<file path="src/design/rv_isa_pkg.sv">
// RV32I instruction encoding used by the front-end stages
// Opcode values, format classes and the multi-format view of one instruction word
package rv_isa_pkg;

    // ======================================================================
    // Major opcodes and format classes
    // ======================================================================

    // Bits [6:0] of every 32-bit instruction
    typedef enum logic [6:0] {
        LUI    = 7'b0110111,
        AUIPC  = 7'b0010111,
        JAL    = 7'b1101111,
        JALR   = 7'b1100111,
        BRANCH = 7'b1100011,
        LOAD   = 7'b0000011,
        STORE  = 7'b0100011,
        OP_IMM = 7'b0010011,
        OP     = 7'b0110011
    } opcode_e;

    // Encoding format of a decoded word
    typedef enum logic [2:0] {
        FMT_R,
        FMT_I,
        FMT_S,
        FMT_B,
        FMT_U,
        FMT_J,
        FMT_ILLEGAL
    } instr_fmt_e;

    // ======================================================================
    // Per-format field layouts, MSB first
    // ======================================================================

    // Register-register ALU ops
    typedef struct packed {
        logic [6:0] funct7;
        logic [4:0] rs2;
        logic [4:0] rs1;
        logic [2:0] funct3;
        logic [4:0] rd;
        logic [6:0] opcode;
    } r_type_t;

    // Immediate ALU ops, loads, JALR
    typedef struct packed {
        logic [11:0] imm_11_0;
        logic [4:0]  rs1;
        logic [2:0]  funct3;
        logic [4:0]  rd;
        logic [6:0]  opcode;
    } i_type_t;

    // Stores, immediate split around rs2/rs1
    typedef struct packed {
        logic [6:0] imm_11_5;
        logic [4:0] rs2;
        logic [4:0] rs1;
        logic [2:0] funct3;
        logic [4:0] imm_4_0;
        logic [6:0] opcode;
    } s_type_t;

    // Conditional branches, bit 0 of offset implied zero
    typedef struct packed {
        logic       imm_12;
        logic [5:0] imm_10_5;
        logic [4:0] rs2;
        logic [4:0] rs1;
        logic [2:0] funct3;
        logic [3:0] imm_4_1;
        logic       imm_11;
        logic [6:0] opcode;
    } b_type_t;

    // Upper immediate
    typedef struct packed {
        logic [19:0] imm_31_12;
        logic [4:0]  rd;
        logic [6:0]  opcode;
    } u_type_t;

    // JAL offset, scrambled bit order
    typedef struct packed {
        logic       imm_20;
        logic [9:0] imm_10_1;
        logic       imm_11;
        logic [7:0] imm_19_12;
        logic [4:0] rd;
        logic [6:0] opcode;
    } j_type_t;

    // Same 32 bits, read through whichever format applies
    typedef union packed {
        r_type_t r_type;
        i_type_t i_type;
        s_type_t s_type;
        b_type_t b_type;
        u_type_t u_type;
        j_type_t j_type;
    } rv_instr_u;

endpackage

</file>
<file path="src/design/frontend_pkg.sv">
// Records carried between fetch, decode and the consumer of the front end
// Fetch and decode ports use these by scoped name
package frontend_pkg;

    // ======================================================================
    // Fetch to decode
    // ======================================================================

    // Fetched word with the address it came from
    typedef struct packed {
        logic [31:0]           pc;
        rv_isa_pkg::rv_instr_u ir;
    } pipe_if_id_t;

    // ======================================================================
    // Decode to consumer
    // ======================================================================

    // Unused register fields read as zero for the format
    // imm already sign-extended, zero for R and illegal
    typedef struct packed {
        logic [31:0]            pc;
        rv_isa_pkg::instr_fmt_e fmt;
        logic [6:0]             opcode;
        logic [2:0]             funct3;
        logic [4:0]             rd;
        logic [4:0]             rs1;
        logic [4:0]             rs2;
        logic [31:0]            imm;
    } decoded_t;

endpackage

</file>
<file path="src/design/instr_fetch.sv">
// Instruction fetch stage with one request in flight and one-block lookahead
// Talks req/gnt to the instruction memory and valid/ready to decode
module instr_fetch #(
    parameter logic [31:0] pc_start = 32'h0
) (
    input  logic                      clk,
    input  logic                      rstz,
    // Instruction memory port
    output logic [31:0]               instr_addr,
    output logic                      instr_req,
    input  logic [31:0]               instr_data,
    input  logic                      instr_gnt,
    // Pipe to decode
    output frontend_pkg::pipe_if_id_t fetch,
    output logic                      pipe_out_vld,
    input  logic                      pipe_out_rdy,
    // Redirect from decode
    input  logic                      branch,
    input  logic [31:0]               branch_target
);

    typedef enum logic [1:0] {
        INIT,
        FETCH,
        STALL
    } fetch_state_e;

    fetch_state_e state;
    fetch_state_e next_state;

    // pc is the next address, pc_last the one awaiting its grant
    logic [31:0] pc;
    logic [31:0] pc_last;
    logic [31:0] redir_pc;
    logic [31:0] tgt;
    logic        redir_pend;
    logic        kill_q;
    logic        redirect;
    logic        update_pc;
    logic        fetch_vld;
    logic        fetch_rdy;
    logic        take;

    // ======================================================================
    // Request state machine
    // ======================================================================

    // Room in the pipe register, now or after this cycle's transfer
    assign fetch_rdy = ~fetch_vld | pipe_out_rdy;

    // Grant that lands in free space
    // Grant for the request issued in the redirect cycle is ignored
    assign take = (state != INIT) & instr_gnt & ~kill_q & fetch_rdy;

    always_ff @(posedge clk or negedge rstz) begin
        if (!rstz) begin
            state <= INIT;
        end else begin
            state <= next_state;
        end
    end

    always_comb begin
        next_state = state;
        case (state)
            INIT:         next_state = FETCH;
            FETCH, STALL: next_state = take ? FETCH : STALL;
            default:      next_state = INIT;
        endcase
    end

    // ======================================================================
    // Program counter
    // ======================================================================

    assign update_pc = (next_state == FETCH);

    // Target straight from decode, or one parked while waiting on a grant
    assign redirect = branch | redir_pend;
    assign tgt      = branch ? branch_target : redir_pc;

    always_ff @(posedge clk or negedge rstz) begin
        if (!rstz) begin
            pc      <= pc_start;
            pc_last <= '0;
        end else if (update_pc) begin
            if (redirect) begin
                // Target becomes the pending address, re-requested next cycle
                pc_last <= tgt;
                pc      <= tgt + 32'd4;
            end else begin
                pc_last <= pc;
                pc      <= pc + 32'd4;
            end
        end
    end

    // Park a jump that arrives with no grant to advance on
    always_ff @(posedge clk or negedge rstz) begin
        if (!rstz) begin
            redir_pend <= 1'b0;
            kill_q     <= 1'b0;
        end else begin
            kill_q <= update_pc & redirect;
            if (update_pc) begin
                redir_pend <= 1'b0;
            end else if (branch) begin
                redir_pend <= 1'b1;
            end
        end
    end

    always_ff @(posedge clk) begin
        if (branch && !update_pc) begin
            redir_pc <= branch_target;
        end
    end

    // ======================================================================
    // Pipe register to decode
    // ======================================================================

    // Jump flushes held word and any same-cycle grant
    // Grants while a redirect is parked are old-path words
    always_ff @(posedge clk or negedge rstz) begin
        if (!rstz) begin
            fetch_vld <= 1'b0;
        end else if (branch) begin
            fetch_vld <= 1'b0;
        end else if (take && !redir_pend) begin
            fetch_vld <= 1'b1;
        end else if (pipe_out_rdy) begin
            fetch_vld <= 1'b0;
        end
    end

    always_ff @(posedge clk) begin
        if (take && !redir_pend && !branch) begin
            fetch.pc <= pc_last;
            fetch.ir <= instr_data;
        end
    end

    assign pipe_out_vld = fetch_vld;

    // Move on to pc only once the pending word is taken
    assign instr_addr = update_pc ? pc : pc_last;
    assign instr_req  = fetch_rdy;

endmodule

</file>
<file path="src/design/instr_rom.sv">
// Synchronous instruction memory, loaded through a write port during reset
// Read data and grant come one cycle after the request, grant held back by stall
module instr_rom #(
    parameter int rom_words = 64
) (
    input  logic        clk,
    input  logic        rstz,
    // Fetch port
    input  logic [31:0] instr_addr,
    input  logic        instr_req,
    output logic [31:0] instr_data,
    output logic        instr_gnt,
    // Wait-state injection
    input  logic        stall,
    // Program load
    input  logic        prog_we,
    input  logic [31:0] prog_addr,
    input  logic [31:0] prog_data
);

    localparam int idx_w = (rom_words > 1) ? $clog2(rom_words) : 1;

    logic [31:0]      mem [rom_words];
    logic [idx_w-1:0] rd_idx;
    logic [idx_w-1:0] wr_idx;
    logic             gnt_q;

    // Byte address to word index, wrapping at the array depth
    assign rd_idx = idx_w'(instr_addr[31:2] % rom_words);
    assign wr_idx = idx_w'(prog_addr[31:2] % rom_words);

    // ======================================================================
    // Storage
    // ======================================================================

    // Loader only active while the core is held in reset
    always_ff @(posedge clk) begin
        if (!rstz && prog_we) begin
            mem[wr_idx] <= prog_data;
        end
    end

    // Read on every request, granted or not
    always_ff @(posedge clk) begin
        if (instr_req) begin
            instr_data <= mem[rd_idx];
        end
    end

    // ======================================================================
    // Grant
    // ======================================================================

    // One grant per request, dropped when stalled
    always_ff @(posedge clk or negedge rstz) begin
        if (!rstz) begin
            gnt_q <= 1'b0;
        end else begin
            gnt_q <= instr_req & ~stall;
        end
    end

    assign instr_gnt = gnt_q;

endmodule

</file>
<file path="src/design/instr_decode.sv">
// Instruction decode stage, splits each fetched word into fields and immediate
// Resolves JAL locally and redirects fetch; decoded records go out registered
module instr_decode (
    input  logic                      clk,
    input  logic                      rstz,
    // Pipe from fetch
    input  frontend_pkg::pipe_if_id_t fetch,
    input  logic                      pipe_out_vld,
    output logic                      pipe_out_rdy,
    // Redirect to fetch
    output logic                      branch,
    output logic [31:0]               branch_target,
    // Decoded output
    output frontend_pkg::decoded_t    dec,
    output logic                      dec_vld,
    input  logic                      dec_rdy
);

    import rv_isa_pkg::*;
    import frontend_pkg::*;

    rv_instr_u   ir;
    instr_fmt_e  fmt;
    decoded_t    dec_next;
    logic [31:0] imm;
    logic        has_rs1;
    logic        has_rs2;
    logic        has_rd;
    logic        accept;

    assign ir = fetch.ir;

    // ======================================================================
    // Format and immediate
    // ======================================================================

    always_comb begin
        case (ir.r_type.opcode)
            LUI, AUIPC:         fmt = FMT_U;
            JAL:                fmt = FMT_J;
            JALR, LOAD, OP_IMM: fmt = FMT_I;
            BRANCH:             fmt = FMT_B;
            STORE:              fmt = FMT_S;
            OP:                 fmt = FMT_R;
            default:            fmt = FMT_ILLEGAL;
        endcase
    end

    // Sign bit is always instruction bit 31
    always_comb begin
        case (fmt)
            FMT_I: imm = {{20{ir.i_type.imm_11_0[11]}}, ir.i_type.imm_11_0};
            FMT_S: imm = {{20{ir.s_type.imm_11_5[6]}}, ir.s_type.imm_11_5,
                          ir.s_type.imm_4_0};
            FMT_B: imm = {{19{ir.b_type.imm_12}}, ir.b_type.imm_12, ir.b_type.imm_11,
                          ir.b_type.imm_10_5, ir.b_type.imm_4_1, 1'b0};
            FMT_U: imm = {ir.u_type.imm_31_12, 12'h000};
            FMT_J: imm = {{11{ir.j_type.imm_20}}, ir.j_type.imm_20, ir.j_type.imm_19_12,
                          ir.j_type.imm_11, ir.j_type.imm_10_1, 1'b0};
            // R type and illegal carry no immediate
            default: imm = '0;
        endcase
    end

    // ======================================================================
    // Register fields
    // ======================================================================

    // funct3 present exactly where rs1 is
    assign has_rs1 = fmt inside {FMT_R, FMT_I, FMT_S, FMT_B};
    assign has_rs2 = fmt inside {FMT_R, FMT_S, FMT_B};
    assign has_rd  = fmt inside {FMT_R, FMT_I, FMT_U, FMT_J};

    always_comb begin
        dec_next.pc     = fetch.pc;
        dec_next.fmt    = fmt;
        dec_next.opcode = ir.r_type.opcode;
        dec_next.funct3 = has_rs1 ? ir.r_type.funct3 : 3'b000;
        dec_next.rd     = has_rd ? ir.r_type.rd : 5'd0;
        dec_next.rs1    = has_rs1 ? ir.r_type.rs1 : 5'd0;
        dec_next.rs2    = has_rs2 ? ir.r_type.rs2 : 5'd0;
        dec_next.imm    = imm;
    end

    // ======================================================================
    // Handshakes and jump redirect
    // ======================================================================

    // Take a word when the output register is empty or draining
    assign pipe_out_rdy = ~dec_vld | dec_rdy;
    assign accept       = pipe_out_vld & pipe_out_rdy;

    // JAL target known here, the JAL record still goes out
    assign branch        = accept & (fmt == FMT_J);
    assign branch_target = fetch.pc + imm;

    always_ff @(posedge clk or negedge rstz) begin
        if (!rstz) begin
            dec_vld <= 1'b0;
        end else if (accept) begin
            dec_vld <= 1'b1;
        end else if (dec_rdy) begin
            dec_vld <= 1'b0;
        end
    end

    // Held steady while the consumer back-pressures
    always_ff @(posedge clk) begin
        if (accept) begin
            dec <= dec_next;
        end
    end

endmodule

</file>
<file path="src/design/rv_frontend.sv">
// Top of the RV32I front end: fetch, instruction memory and decode
// Program is written through the load port while rstz is low
module rv_frontend #(
    parameter logic [31:0] pc_start  = 32'h0,
    parameter int          rom_words = 64
) (
    input  logic                   clk,
    input  logic                   rstz,
    // Memory wait states
    input  logic                   stall,
    // Program load
    input  logic                   prog_we,
    input  logic [31:0]            prog_addr,
    input  logic [31:0]            prog_data,
    // Decoded stream
    output frontend_pkg::decoded_t dec,
    output logic                   dec_vld,
    input  logic                   dec_rdy
);

    import frontend_pkg::*;

    // Memory port
    logic [31:0] instr_addr;
    logic [31:0] instr_data;
    logic        instr_req;
    logic        instr_gnt;

    // Fetch to decode
    pipe_if_id_t fetch;
    logic        pipe_out_vld;
    logic        pipe_out_rdy;

    // Jump redirect
    logic        branch;
    logic [31:0] branch_target;

    instr_fetch #(
        .pc_start (pc_start)
    ) u_instr_fetch (
        .clk           (clk),
        .rstz          (rstz),
        .instr_addr    (instr_addr),
        .instr_req     (instr_req),
        .instr_data    (instr_data),
        .instr_gnt     (instr_gnt),
        .fetch         (fetch),
        .pipe_out_vld  (pipe_out_vld),
        .pipe_out_rdy  (pipe_out_rdy),
        .branch        (branch),
        .branch_target (branch_target)
    );

    instr_rom #(
        .rom_words (rom_words)
    ) u_instr_rom (
        .clk        (clk),
        .rstz       (rstz),
        .instr_addr (instr_addr),
        .instr_req  (instr_req),
        .instr_data (instr_data),
        .instr_gnt  (instr_gnt),
        .stall      (stall),
        .prog_we    (prog_we),
        .prog_addr  (prog_addr),
        .prog_data  (prog_data)
    );

    instr_decode u_instr_decode (
        .clk           (clk),
        .rstz          (rstz),
        .fetch         (fetch),
        .pipe_out_vld  (pipe_out_vld),
        .pipe_out_rdy  (pipe_out_rdy),
        .branch        (branch),
        .branch_target (branch_target),
        .dec           (dec),
        .dec_vld       (dec_vld),
        .dec_rdy       (dec_rdy)
    );

endmodule

</file>
<file path="config.mk">
export PLATFORM = sky130hd
export DESIGN_NAME = rv_frontend
export DESIGN_NICKNAME = d
export VERILOG_FILES = /design/src/design/rv_isa_pkg.sv /design/src/design/frontend_pkg.sv /design/src/design/instr_fetch.sv /design/src/design/instr_rom.sv /design/src/design/instr_decode.sv /design/src/design/rv_frontend.sv
export SDC_FILE = /design/constraint.sdc
export NUM_CORES = 2
export LEC_CHECK = 0
export BUFFER_PORTS_ARGS = -buffer_cell sky130_fd_sc_hd__buf_2
export CORE_MARGIN = 3
export CORE_UTILIZATION = 65
export DETAILED_ROUTE_END_ITERATION = 8
export PLACE_DENSITY = 0.83
export SETUP_SLACK_MARGIN = 0.4
export SYNTH_ARGS = -nofsm -noshare
export SYNTH_HDL_FRONTEND = slang
export SYNTH_SLANG_ARGS = --single-unit
</file>
<file path="constraint.sdc">
create_clock -name clk -period 13.57 [get_ports clk]
set_input_delay 1.357 -clock clk [delete_from_list [all_inputs] [get_ports clk]]
set_output_delay 1.357 -clock clk [all_outputs]
set_load 0.01 [all_outputs]
</file>
==> results.json <==
{
  "mostFrequentLayoutCell": "edfxtp_1",
  "switching_power_mw": 8.525,
  "cts_root_buf": "clkbuf_16",
  "core-area_um2": 140000,
  "syn_nets": 4810,
  "final_cell_mix": "2268 x edfxtp_1, 512 x mux4_2, 410 x nand2_1, 213 x clkbuf_16, 169 x a211oi_1",
  "drt_pre_antenna_iters": 8,
  "ys_seq_elements": 2339,
  "grt_pass1_vias": 50050,
  "die_w_um": 382.1,
  "start_util": 0.6565,
  "ys_seq_area_frac": 0.7601,
  "synth_ff_type": "edfxtp_1",
  "r2r_cells": 15,
  "r2r_end": "u_instr_rom.instr_data[3]",
  "viasPerCell": 7.272,
  "path_class": "input port to flop",
  "vias": 50700,
  "drive_gt1_frac": 0.2291,
  "cts_buffer_depth": 3,
  "cts.sinks": 2339,
  "port_buffers": 135,
  "path_buf_inv": 5,
  "die_area_um2": 146000,
  "min_period_ns": 7.436,
  "seqPwrFrac": 0.363,
  "yosysTopAreaCell": "edfxtp_1",
  "wirelength_um": 249000,
  "crit_required_ns": 14.13,
  "clock_skew_ns": 0.03230,
  "power_mw": 23.66,
  "maxSlewHeadroom": 0.05790,
  "crit_family": "buffers and inverters",
  "switching_share": 0.3603,
  "finalSetupViolCount": 0,
  "die_h_um": 382.1,
  "reg2reg_from": "u_instr_decode.dec_vld",
  "period_share": 0.5480,
  "syn_area_um2": 91940,
  "hold_start": "u_instr_rom.instr_data[27]",
  "numCtsBuffers": 213,
  "cts_resized": 0,
  "cp_cell_sequence": "buf_2, and2b_1, nand2_1, buf_4, and3_1, mux2i_4, buf_4, mux2i_4, buf_4, buf_4, mux4_2, and2_1, a211oi_1, a31oi_1, a211oi_1, a21oi_1",
  "crit_path_start_kind": "input port",
  "holdPathEnd": "u_instr_fetch.fetch[27]",
  "nets": 5009,
  "synth_edf_count": 2268,
  "routabilityCongestion": 0.8975,
  "hp-class": "flop to flop",
  "synth_cell_types": 83,
  "clk_pin_slew_ns": 0.07,
  "grt_overflow": 0,
  "avgSynthCellArea_um2": 19.54,
  "powerDensity_nw_per_um2": 231.6,
  "setup_tns_ns": 0,
  "regToRegSetupSlack_ns": 6.45,
  "hold_viol_final": 0,
  "cpMostUsedCell": "buf_4",
  "cts_tree": "built",
  "netlist.area_leader.share": 0.7408,
  "grt_pass1_wl_um": 357200,
  "cts_hold_buf": 0,
  "drc": 0,
  "yosys-top-cells-area": "edfxtp_1 74%, mux4_2 13%, dfrtp_1 1.9%",
  "seqCellArea_um2": 69880,
  "worstMarginPinSlew_ns": 1.413,
  "clk_latency_ns": 0.86,
  "hold_path_depth": 0,
  "drv_cap": 0,
  "slew_viol_final": 0,
  "rows": 137,
  "cpMaxStageDelayCell": "a211oi_1",
  "p_leak_nw": 33.02,
  "vdd_ir_drop_max_mv": 0.3247,
  "status": "completed",
  "cp.arrival_ns": 8.00,
  "p_int_mw": 15.14,
  "grt_usage": 0.3438,
  "max_freq_mhz": 134.5,
  "critPathMaxFanout": 39,
  "area_growth_syn_to_layout_pct": 11.13,
  "nFillCells": 7249,
  "drt_iter0_markers": 8722,
  "grt_max_degree": 128,
  "h-tree-depth": 4,
  "rsz0062_at_grt": "no",
  "antenna_found_initial": 14,
  "p_comb_frac": 0.389,
  "endpoint_kind": "flop",
  "critPathMaxStageDelay_ns": 1.05,
  "synthArstFlopShare": 0.03035,
  "cts_setup_buffers": 0,
  "syn_inst": 4706,
  "clkPwrFrac": 0.248,
  "yosysWarningCount": 0,
  "dpl.hpwl_um": 122400,
  "routedWlPerCell_um": 35.72,
  "multi_input_area_um2": 21390,
  "ant_nets": 0,
  "ios": 162
}
==> how the worst max path moves through the flow <==
stage | start | to | slack [ns] | cells after the start
final | dec_rdy | u_instr_rom.instr_data[3] | 6.13 | 16
after global routing | dec_rdy | u_instr_rom.instr_data[3] | 5.85 | 16
after CTS | dec_rdy | u_instr_rom.instr_data[3] | 6.20 | 16
after detailed placement | dec_rdy | u_instr_rom.instr_data[3] | 5.37 | 16
after global placement | dec_rdy | u_instr_rom.instr_data[3] | 5.46 | 16
after floorplan | dec_rdy | u_instr_decode.dec[0] | 7.35 | 2
==> power groups by stage <==
stage / Combinational, mW / Sequential [mW] / Clock, mW
floorplan: 5.95 / 8.70 / 0
global placement: 8.54 / 8.71 / 0
detailed placement: 8.73 / 8.73 / 0
CTS: 9.04 / 8.59 / 5.88
global route: 9.57 / 8.61 / 6.15
finish: 9.20 / 8.59 / 5.88
==> Yosys cell counts (all sizes together) (34+ instances only) <==
cell	number
clkbuf	155
mux4	512
a21oi	126
a211oi	169
a311oi	65
and2	151
xnor2	39
nand2	412
a31oi	70
buf	120
dfrtp	71
ha	34
nor2	149
o21ai	72
edfxtp	2268
==> registers in the layout, indices dropped and copies added, names as in the netlist <==
signal / flops
u_instr_rom.mem: 2048
u_instr_decode.dec: 92
u_instr_fetch.fetch: 64
u_instr_fetch.pc: 32
u_instr_fetch.pc_last: 32
u_instr_fetch.redir_pc: 32
u_instr_rom.instr_data: 32
u_instr_fetch.state: 2
u_instr_decode.dec_vld: 1
u_instr_fetch.kill_q: 1
u_instr_fetch.pipe_out_vld: 1
u_instr_fetch.redir_pend: 1
u_instr_rom.instr_gnt: 1
==> routing by layer <==
| metal | global-route usage | share of wire | vias up |
|---|---|---|---|
| met5 | 0 | 0.00030 | - |
| met4 | 0.1636 | 0.056 | 12 |
| met3 | 0.08427 | 0.13 | 766 |
| met2 | 0.5307 | 0.48 | 4704 |
| met1 | 0.4721 | 0.33 | 25590 |
| li1 | - | - | 19620 |
==> per-stage QoR <==
step,area [um^2],std cells,setup slack (ns),utilization,hold slack (ns)
floorplan,91940,4706,7.354,-,0.4003
global placement,95430,6565,5.459,0.6814,0.4054
detailed placement,95430,6565,5.373,0.6814,0.4045
CTS,102100,6961,6.201,0.7292,0.4174
global route,102200,6967,5.854,0.7295,0.4228
finish,102200,6971,6.134,0.7295,0.4163
==> cell type report <==
type                       count  share of cell area
tap                         1876             0.02297
clock inverter               140             0.01166
inverter                      21           0.0007715
clock buffer                 256             0.05385
multi-input combinational   2071              0.2094
timing repair buffer         259             0.01712
sequential                  2339              0.6840
antenna                        9           0.0002204
==> logic make-up after synthesis <==
group	after synthesis	share of synthesized area
flops	2339	0.7601
simple gates	838	0.04279
compound gates	596	0.04412
mux	550	0.1298
buf+inv	296	0.01339
xor+xnor	52	0.004954
fa+ha+maj	35	0.004845
(Power assumes the default switching activity.)
